$ cat config.mk
export PLATFORM = sky130hd
export DESIGN_NAME = dcache
export DESIGN_NICKNAME = d
export VERILOG_FILES = /design/src/dcachePkg.sv /design/src/dcacheLookup.sv /design/src/dcacheStore.sv /design/src/dcacheControl.sv /design/src/dcache.sv
export SDC_FILE = /design/constraint.sdc
export NUM_CORES = 2
export LEC_CHECK = 0
export BUFFER_PORTS_ARGS = -buffer_cell sky130_fd_sc_hd__buf_2
export CORE_MARGIN = 10
export CORE_UTILIZATION = 35
export CTS_BUF_LIST = sky130_fd_sc_hd__clkbuf_16
export DETAILED_ROUTE_END_ITERATION = 8
export PLACE_DENSITY = 0.5
export SLEW_MARGIN = 15
export SYNTH_ARGS = -nofsm -noshare
export SYNTH_HDL_FRONTEND = slang
export SYNTH_SLANG_ARGS = --single-unit
$ cat constraint.sdc
create_clock -name CLK -period 4.7 [get_ports CLK]
set_input_delay 0.705 -clock CLK [delete_from_list [all_inputs] [get_ports CLK]]
set_output_delay 0.705 -clock CLK [all_outputs]
set_load 0.05 [all_outputs]
$ cat src/dcachePkg.sv
`default_nettype none

package dcachePkg;

   localparam int wordWidth  = 32;
   localparam int tagWidth   = 26;
   localparam int indexWidth = 3;
   localparam int numSets    = 8;
   localparam int byteBits   = 2;

   typedef logic [wordWidth-1:0]  word_t;
   typedef logic [tagWidth-1:0]   tag_t;
   typedef logic [indexWidth-1:0] index_t;
   typedef logic [1:0][wordWidth-1:0] block_t;   // [1] is the upper word

   typedef enum logic [3:0] {
      idle,
      wbWord0,
      wbWord1,         // victim write-back
      fillWord0,
      fillWord1,       // read miss fill
      mergeFetch,      // write miss, other word from memory
      install,
      writeHit,
      respond,
      flushWay0Word0,
      flushWay0Word1,
      flushWay1Word0,
      flushWay1Word1,
      flushNext,
      flushed
   } cacheState_t;

endpackage

`default_nettype wire

$ cat src/dcacheLookup.sv
`timescale 1ns/1ps
`default_nettype none

module dcacheLookup
   import dcachePkg::*;
(
   input  word_t       dmemaddr,
   input  logic        dmemREN,
   input  logic        dmemWEN,
   input  cacheState_t state,
   input  tag_t        tag0,
   input  tag_t        tag1,
   input  logic        valid0,
   input  logic        valid1,
   input  logic        dirty0,
   input  logic        dirty1,
   input  logic        lruWay1,
   input  block_t      data0,
   input  block_t      data1,
   output logic        dhit,
   output word_t       dmemload,
   output logic        hit,
   output logic        hitWay,
   output logic        victimWay,
   output logic        victimDirty
);

   tag_t   addrTag;
   logic   offset;
   logic   match0;
   logic   match1;
   block_t hitBlock;

   assign addrTag = dmemaddr[wordWidth-1 -: tagWidth];
   assign offset  = dmemaddr[byteBits];

   assign match0 = valid0 && (tag0 == addrTag);
   assign match1 = valid1 && (tag1 == addrTag);
   assign hit    = match0 || match1;
   assign hitWay = !match0;                      // way 0 wins if both match

   assign victimWay   = lruWay1;                 // lru bit names the victim
   assign victimDirty = lruWay1 ? dirty1 : dirty0;

   always_comb
   begin
      hitBlock = match0 ? data0 : data1;
      // writes only finish once the FSM reaches respond
      dhit     = (dmemREN && hit) || (dmemWEN && hit && state == respond);
      dmemload = (dmemREN && hit) ? hitBlock[offset] : '0;
   end

endmodule

`default_nettype wire

$ cat src/dcacheStore.sv
`timescale 1ns/1ps
`default_nettype none

module dcacheStore
   import dcachePkg::*;
(
   input  logic   CLK,
   input  logic   nRST,
   input  index_t index,
   input  index_t cleanIndex,
   input  logic   fillEn,
   input  logic   fillWay,
   input  logic   fillHalf,
   input  word_t  fillData,
   input  logic   installEn,
   input  logic   installWay,
   input  tag_t   installTag,
   input  logic   installDirty,
   input  logic   markDirtyEn,
   input  logic   markDirtyWay,
   input  logic   cleanEn,
   input  logic   cleanWay,
   input  logic   touchEn,
   input  logic   touchWay,
   output tag_t   tag0,
   output tag_t   tag1,
   output logic   valid0,
   output logic   valid1,
   output logic   dirty0,
   output logic   dirty1,
   output logic   lruWay1,
   output block_t data0,
   output block_t data1,
   output tag_t   cleanTag0,
   output tag_t   cleanTag1,
   output logic   cleanDirty0,
   output logic   cleanDirty1,
   output block_t cleanData0,
   output block_t cleanData1
);

   tag_t   tagArr  [2][numSets];
   block_t dataArr [2][numSets];
   logic [1:0][numSets-1:0] validArr;
   logic [1:0][numSets-1:0] dirtyArr;
   logic [numSets-1:0]      lruArr;              // 1 means way 1 is next out

   always_ff @(posedge CLK)
   begin
      if (fillEn)
         dataArr[fillWay][index][fillHalf] <= fillData;
      if (installEn)
         tagArr[installWay][index] <= installTag;
   end

   always_ff @(posedge CLK, negedge nRST)
   begin
      if (!nRST)
      begin
         validArr <= '0;
         dirtyArr <= '0;
         lruArr   <= '0;
      end
      else
      begin
         if (installEn)
         begin
            validArr[installWay][index] <= 1'b1;
            dirtyArr[installWay][index] <= installDirty;
         end
         if (markDirtyEn)
            dirtyArr[markDirtyWay][index] <= 1'b1;
         if (cleanEn)
            dirtyArr[cleanWay][cleanIndex] <= 1'b0;   // block now matches memory
         if (touchEn)
            lruArr[index] <= ~touchWay;
      end
   end

   assign tag0    = tagArr[0][index];
   assign tag1    = tagArr[1][index];
   assign valid0  = validArr[0][index];
   assign valid1  = validArr[1][index];
   assign dirty0  = dirtyArr[0][index];
   assign dirty1  = dirtyArr[1][index];
   assign lruWay1 = lruArr[index];
   assign data0   = dataArr[0][index];
   assign data1   = dataArr[1][index];

   // write-back view, follows the flush counter during halt
   assign cleanTag0   = tagArr[0][cleanIndex];
   assign cleanTag1   = tagArr[1][cleanIndex];
   assign cleanDirty0 = dirtyArr[0][cleanIndex];
   assign cleanDirty1 = dirtyArr[1][cleanIndex];
   assign cleanData0  = dataArr[0][cleanIndex];
   assign cleanData1  = dataArr[1][cleanIndex];

endmodule

`default_nettype wire

$ cat src/dcacheControl.sv
`timescale 1ns/1ps
`default_nettype none

module dcacheControl
   import dcachePkg::*;
(
   input  logic        CLK,
   input  logic        nRST,
   input  logic        dmemREN,
   input  logic        dmemWEN,
   input  logic        halt,
   input  word_t       dmemaddr,
   input  word_t       dmemstore,
   input  logic        hit,
   input  logic        hitWay,
   input  logic        victimWay,
   input  logic        victimDirty,
   input  logic        dwait,
   input  word_t       dload,
   input  tag_t        cleanTag0,
   input  tag_t        cleanTag1,
   input  logic        cleanDirty0,
   input  logic        cleanDirty1,
   input  block_t      cleanData0,
   input  block_t      cleanData1,
   output cacheState_t state,
   output logic        fillEn,
   output logic        fillWay,
   output logic        fillHalf,
   output word_t       fillData,
   output logic        installEn,
   output logic        installWay,
   output tag_t        installTag,
   output logic        installDirty,
   output logic        markDirtyEn,
   output logic        markDirtyWay,
   output logic        cleanEn,
   output logic        cleanWay,
   output logic        touchEn,
   output logic        touchWay,
   output logic        dREN,
   output logic        dWEN,
   output word_t       daddr,
   output word_t       dstore,
   output logic        flushed,
   output index_t      cleanIndex
);

   cacheState_t nextState;
   index_t      flushSet;
   index_t      addrIndex;
   tag_t        addrTag;
   logic        offset;
   logic        wbState;
   logic        wbWay;
   logic        wbHalf;
   logic        wbDirty;
   logic        fetchHalf;
   tag_t        wbTag;
   block_t      wbBlock;

   assign addrTag   = dmemaddr[wordWidth-1 -: tagWidth];
   assign addrIndex = dmemaddr[byteBits+1 +: indexWidth];
   assign offset    = dmemaddr[byteBits];

   always_ff @(posedge CLK, negedge nRST)
   begin
      if (!nRST)
      begin
         state    <= idle;
         flushSet <= '0;
      end
      else
      begin
         state <= nextState;
         if (state == flushNext)
            flushSet <= flushSet + 1'b1;
      end
   end

   // which way and word a write-back state sends
   always_comb
   begin
      wbState   = 1'b1;
      wbWay     = victimWay;
      wbHalf    = 1'b0;
      fetchHalf = 1'b0;
      case (state)
         wbWord0: ;
         wbWord1: wbHalf = 1'b1;
         flushWay0Word0: wbWay = 1'b0;
         flushWay0Word1:
         begin
            wbWay  = 1'b0;
            wbHalf = 1'b1;
         end
         flushWay1Word0: wbWay = 1'b1;
         flushWay1Word1:
         begin
            wbWay  = 1'b1;
            wbHalf = 1'b1;
         end
         default:
         begin
            wbState   = 1'b0;
            fetchHalf = (state == fillWord1) || (state == mergeFetch && !offset);
         end
      endcase
   end

   assign wbTag      = wbWay ? cleanTag1 : cleanTag0;
   assign wbBlock    = wbWay ? cleanData1 : cleanData0;
   assign wbDirty    = wbWay ? cleanDirty1 : cleanDirty0;
   assign cleanIndex = (state == wbWord0 || state == wbWord1) ? addrIndex : flushSet;

   assign dWEN    = wbState && wbDirty;            // clean flush blocks are skipped
   assign dREN    = (state == fillWord0) || (state == fillWord1) || (state == mergeFetch);
   assign dstore  = wbBlock[wbHalf];
   assign daddr   = wbState ? {wbTag, cleanIndex, wbHalf, {byteBits{1'b0}}}
                            : {addrTag, addrIndex, fetchHalf, {byteBits{1'b0}}};
   assign flushed = (state == dcachePkg::flushed);

   assign installWay   = victimWay;
   assign installTag   = addrTag;
   assign installDirty = dmemWEN;
   assign markDirtyWay = hitWay;
   assign cleanWay     = wbWay;

   always_comb
   begin
      nextState   = state;
      fillEn      = 1'b0;
      fillWay     = victimWay;
      fillHalf    = fetchHalf;
      fillData    = dload;
      installEn   = 1'b0;
      markDirtyEn = 1'b0;
      cleanEn     = 1'b0;
      touchEn     = 1'b0;
      touchWay    = hitWay;
      case (state)
         idle:
         begin
            if (dmemREN && hit)
               touchEn = 1'b1;                    // read hit served combinationally
            else if (dmemWEN && hit)
               nextState = writeHit;
            else if (dmemREN || dmemWEN)
               nextState = victimDirty ? wbWord0 : (dmemREN ? fillWord0 : mergeFetch);
            else if (halt)
               nextState = flushWay0Word0;
         end
         wbWord0:
            if (!dwait)
               nextState = wbWord1;
         wbWord1:
            if (!dwait)
            begin
               cleanEn   = 1'b1;
               nextState = dmemREN ? fillWord0 : mergeFetch;
            end
         fillWord0, fillWord1, mergeFetch:
            if (!dwait)
            begin
               fillEn    = 1'b1;
               nextState = (state == fillWord0) ? fillWord1 : install;
            end
         install:
         begin
            installEn = 1'b1;
            touchEn   = 1'b1;
            touchWay  = victimWay;
            if (dmemWEN)
            begin
               fillEn   = 1'b1;                   // merge the stored word
               fillHalf = offset;
               fillData = dmemstore;
            end
            nextState = respond;
         end
         writeHit:
         begin
            fillEn      = 1'b1;
            fillWay     = hitWay;
            fillHalf    = offset;
            fillData    = dmemstore;
            markDirtyEn = 1'b1;
            touchEn     = 1'b1;
            nextState   = respond;
         end
         respond: nextState = idle;
         flushWay0Word0:
            if (!cleanDirty0)
               nextState = flushWay1Word0;
            else if (!dwait)
               nextState = flushWay0Word1;
         flushWay0Word1:
            if (!dwait)
            begin
               cleanEn   = 1'b1;
               nextState = flushWay1Word0;
            end
         flushWay1Word0:
            if (!cleanDirty1)
               nextState = flushNext;
            else if (!dwait)
               nextState = flushWay1Word1;
         flushWay1Word1:
            if (!dwait)
            begin
               cleanEn   = 1'b1;
               nextState = flushNext;
            end
         flushNext:
            nextState = (flushSet == index_t'(numSets - 1)) ? dcachePkg::flushed
                                                            : flushWay0Word0;
         default: ;                               // flushed holds until reset
      endcase
   end

   // install must have made the block resident
   assert property (@(posedge CLK) disable iff (!nRST) (state == respond) |-> hit)
      else $error("respond reached without a resident block");

   assert property (@(posedge CLK) disable iff (!nRST) installEn |-> !hit)
      else $error("install of a block that is already resident");

   // memory transfer must not move under back-pressure
   assert property (@(posedge CLK) disable iff (!nRST)
      ((dREN || dWEN) && dwait) |=> ($stable(daddr) && $stable(dstore)))
      else $error("memory request changed while dwait high");

endmodule

`default_nettype wire

$ cat src/dcache.sv
`timescale 1ns/1ps
`default_nettype none

module dcache
   import dcachePkg::*;
(
   input  logic  CLK,
   input  logic  nRST,
   input  logic  dmemREN,
   input  logic  dmemWEN,
   input  word_t dmemaddr,
   input  word_t dmemstore,
   input  logic  halt,
   output logic  dhit,
   output word_t dmemload,
   output logic  flushed,
   output logic  dREN,
   output logic  dWEN,
   output word_t daddr,
   output word_t dstore,
   input  logic  dwait,
   input  word_t dload
);

   cacheState_t state;
   logic        hit, hitWay, victimWay, victimDirty;
   tag_t        tag0, tag1, cleanTag0, cleanTag1, installTag;
   logic        valid0, valid1, dirty0, dirty1, lruWay1;
   logic        cleanDirty0, cleanDirty1;
   block_t      data0, data1, cleanData0, cleanData1;
   index_t      cleanIndex;
   word_t       fillData;
   logic        fillEn, fillWay, fillHalf;
   logic        installEn, installWay, installDirty;
   logic        markDirtyEn, markDirtyWay;
   logic        cleanEn, cleanWay, touchEn, touchWay;

   dcacheLookup i_lookup (
      .dmemaddr, .dmemREN, .dmemWEN, .state,
      .tag0, .tag1, .valid0, .valid1, .dirty0, .dirty1, .lruWay1,
      .data0, .data1,
      .dhit, .dmemload, .hit, .hitWay, .victimWay, .victimDirty
   );

   dcacheStore i_store (
      .CLK, .nRST,
      .index(dmemaddr[byteBits+1 +: indexWidth]), .cleanIndex,
      .fillEn, .fillWay, .fillHalf, .fillData,
      .installEn, .installWay, .installTag, .installDirty,
      .markDirtyEn, .markDirtyWay, .cleanEn, .cleanWay, .touchEn, .touchWay,
      .tag0, .tag1, .valid0, .valid1, .dirty0, .dirty1, .lruWay1, .data0, .data1,
      .cleanTag0, .cleanTag1, .cleanDirty0, .cleanDirty1, .cleanData0, .cleanData1
   );

   dcacheControl i_control (
      .CLK, .nRST, .dmemREN, .dmemWEN, .halt, .dmemaddr, .dmemstore,
      .hit, .hitWay, .victimWay, .victimDirty, .dwait, .dload,
      .cleanTag0, .cleanTag1, .cleanDirty0, .cleanDirty1, .cleanData0, .cleanData1,
      .state, .fillEn, .fillWay, .fillHalf, .fillData,
      .installEn, .installWay, .installTag, .installDirty,
      .markDirtyEn, .markDirtyWay, .cleanEn, .cleanWay, .touchEn, .touchWay,
      .dREN, .dWEN, .daddr, .dstore, .flushed, .cleanIndex
   );

endmodule

`default_nettype wire

==> results.toml <==
[logic_synthesis]
synth-compound-area-share_pct = 16.1
syn_area_mm2 = 0.0693
synth_commonest_cells = "edfxtp_1 (1,440), nand2_1 (408), o22ai_1 (380)"
async_reset_ff_share_pct = 3.16
post-synth-top-area-cell = "edfxtp_1"
ys_seq_area_share_pct = 64.1
synth_most_common_cell = "edfxtp_1"
syn_avg_cell_area_um2 = 13.5
syn_inst = 5132
ys.warnings.count = 0
synth.top_cells.by_area = "edfxtp_1 (62%), mux2i_1 (5.3%), o22ai_1 (3.4%)"
synth.distinct_cells = 88
synth_mux_area_share_pct = 10.3
synth_edf_count = 1440
ys_seq_elements = 1487
synth_top_family_by_area = "compound AO/OA/AOI/OAI gates"
synth_xor_area_share_pct = 0.417
synth_top_area_share_pct = 62.4
synth_fa_ha_area_share_pct = 0.0361
synth-simple-area-share_pct = 6.25
yosys_most_used_dff = "edfxtp_1"

[die]
start_util_pct = 35.2
placementRows = 163
ioPinCount = 202
core-area_mm2 = 0.197
dieArea_mm2 = 0.216
die-width_um = 465
fp.dieH_um = 465

[sta]
drv_slew = 0
setup_ws_ns = -0.635
holdWs_ns = 0.184
clock_skew_ns = 0.0618
relSlewSlack_pct = 23.2
hold_viol = 0
post-route-period-util_pct = 114
rsz0062_at_grt = "true"
setup_viol = 32
fmax_mhz = 187
tightest_slew_ns = 1.14
period_minus_slack_ns = 5.33

[routing]
drt_first_pass_iters = 8
drcViolationCount = 0
via_per_inst = 6.43
wl_mm = 306
ant_nets = 0
wl_per_cell_um = 35.5
vias = 55500
drt_first_iter_violations = 8030

[clock_network]
clock_path_buffers = 3
cts_tree = "built"
clock_sinks = 1487
cts_root_buffer = "clkbuf_16"
htree_levels = 4
clk_pin_slew_worst_paths_ns = 0.06
cts_made_buffers = 170
insertion_delay_ns = 0.86

[min_path]
hold_class = "in2reg"
hold_path_depth = 1
hold_start = "dmemaddr[21]"
holdPathEnd = "i_store.tagArr[0][145]"

[cells_and_area]
drive_gt1_share_pct = 28.1
utilization_pct = 45.0
nFillCells = 17500
fin_nets = 5952
regArea_mm2 = 0.0444
synthToLayoutAreaGrowth_pct = 27.9
multi_input_area_mm2 = 0.0244
design_area_mm2 = 0.0887

[pwr]
ir_worst_vdd_v = 0.000962
power_w = 0.0592
p_leak_nw = 30.5
p_per_area_mw_per_mm2 = 668

[setup_path]
cp.buffers_inverters = 4
cp_max_fo = 6
endpoint_kind = "output port"
r2r-end = "i_store.dataArr[0][237]"
slowest_stage = "mux4_2"
setup.worst_path.class = "reg2out"
worst-r2r-setup-slack_ns = 0.49
critical_path_arrival_ns = 4.63
critical_path.max_stage_delay_ns = 0.61
path_cells = "mux4_2, mux2i_4, xnor2_2, or3_1, or4_4, nor4_4, buf_4, buf_12, buf_4, mux4_2, nor2_4, buf_12"
r2r_start = "i_store.tagArr[0][11]"
cp_top_family = "multiplexers"
ff2ff_path_depth = 13
cp.required_ns = 3.99
cp-start-kind = "flip-flop"

[grt]
top_usage_layer = "met2"
grt_util_all_layers_pct = 26.8
grt_pass1_wl_mm = 418
use_met2_pct = 41.5
grt_start_max_net_pins = 48
antenna_found_initial = 14
grt_use_met1_pct = 36.2
grt_overflow = 0
grt_pass1_vias = 53600
met3_usage_pct = 5.63

[placed_design]
dp_hpwl_mm = 188
port_buffers = 197
gp_congestion = 0.902
dpl-instance-area_mm2 = 0.0810

[outcome]
violations = "negative setup slack"
status = "complete, but fails checks"

[flow_run]
drv_cap = 0
-- power breakdown --
| part | switching [W] | internal [W] | leakage [nW] |
|---|---|---|---|
| logic | 0.0193 | 0.0114 | 14.1 |
| registers | 0.000213 | 0.0152 | 13.5 |
| clock network | 0.00573 | 0.00730 | 2.78 |
| total | 0.0252 | 0.0340 | 30.5 |
-- sequential cells by signal, summed over array words and instances (netlist names) --
signal	flops
i_store.dataArr	1024
i_store.tagArr	416
i_store.dirtyArr	16
i_store.validArr	16
i_store.lruArr	8
i_control.state	4
i_control.flushSet	3
-- layer usage --
layer  share of wire, %  up-vias
met5              0.014        -
met4                5.0        8
met3                 11      786
met2                 45     3926
met1                 39    28300
li1                   -    22500
-- cell families after synthesis --
logic type,after synthesis
AND/OR/NAND/NOR,932
multiplexers,577
buffers and inverters,462
other,1
adder cells (fa/ha/maj),2
XOR/XNOR,33
flip-flops,1487
AO/OA/AOI/OAI,1638
-- through the flow --
stage	instances	TNS (ns)	setup WS, ns
6_report	8628	-17.93	-0.635
5_1_grt	8625	-21.91	-0.736
4_1_cts	8545	-18.13	-0.661
2_1_floorplan	5133	-164.37	-0.427
3_3_place_gp	8200	-98.57	-0.609
3_5_place_dp	8200	-114.81	-0.626
-- cell usage in the layout, fill, tap and decap left out, types with 47 or more instances in the layout --
| cell type | count |
|---|---|
| edfxtp_1 | 1440 |
| buf_4 | 546 |
| nand2_1 | 397 |
| o22ai_1 | 380 |
| mux2i_1 | 366 |
| a21oi_1 | 277 |
| buf_12 | 258 |
| o21ai_0 | 243 |
| a221oi_1 | 235 |
| clkbuf_16 | 180 |
| nor2_1 | 131 |
| buf_2 | 113 |
| mux2_2 | 110 |
| mux4_2 | 94 |
| o221ai_1 | 76 |
| nor2_4 | 66 |
| a222oi_1 | 59 |
| a22oi_1 | 55 |
| nor3_1 | 50 |
| dfrtp_1 | 47 |
-- repair_timing --
item                                    CTS  global route
hold endpoints to repair                 18             0
hold buffers                              1             0
pin swaps                                11            39
endpoints found under the setup margin   92            83
resized for setup                        78           145
cloned                                    4            10
buffers inserted                         33            69
-- final cells by class --
| cell class | instances | share of cell area [%] |
|---|---|---|
| Sequential cell | 1487 | 50.1 |
| Multi-Input combinational cell | 3186 | 27.5 |
| Timing Repair Buffer | 990 | 12.4 |
| Clock buffer | 170 | 4.80 |
| Tap cell | 2640 | 3.72 |
| Clock inverter | 137 | 1.36 |
| Inverter | 13 | 0.0607 |
| Antenna cell | 5 | 0.0141 |
-- worst max-delay path by stage --
stage                            from                       to  slack (ns)  cells past startpoint
2_1_floorplan             dmemaddr[4]  i_store.dataArr[0][100]       -0.43                     12
3_3_place_gp              dmemaddr[4]             dmemload[19]       -0.61                     14
3_5_place_dp              dmemaddr[4]             dmemload[18]       -0.63                     14
4_1_cts        i_store.tagArr[0][167]             dmemload[13]       -0.66                     13
5_1_grt         i_store.tagArr[0][63]             dmemload[13]       -0.74                     14
6_report        i_store.tagArr[0][11]             dmemload[21]       -0.63                     12
No activity file was read; power rests on OpenSTA's default activity.
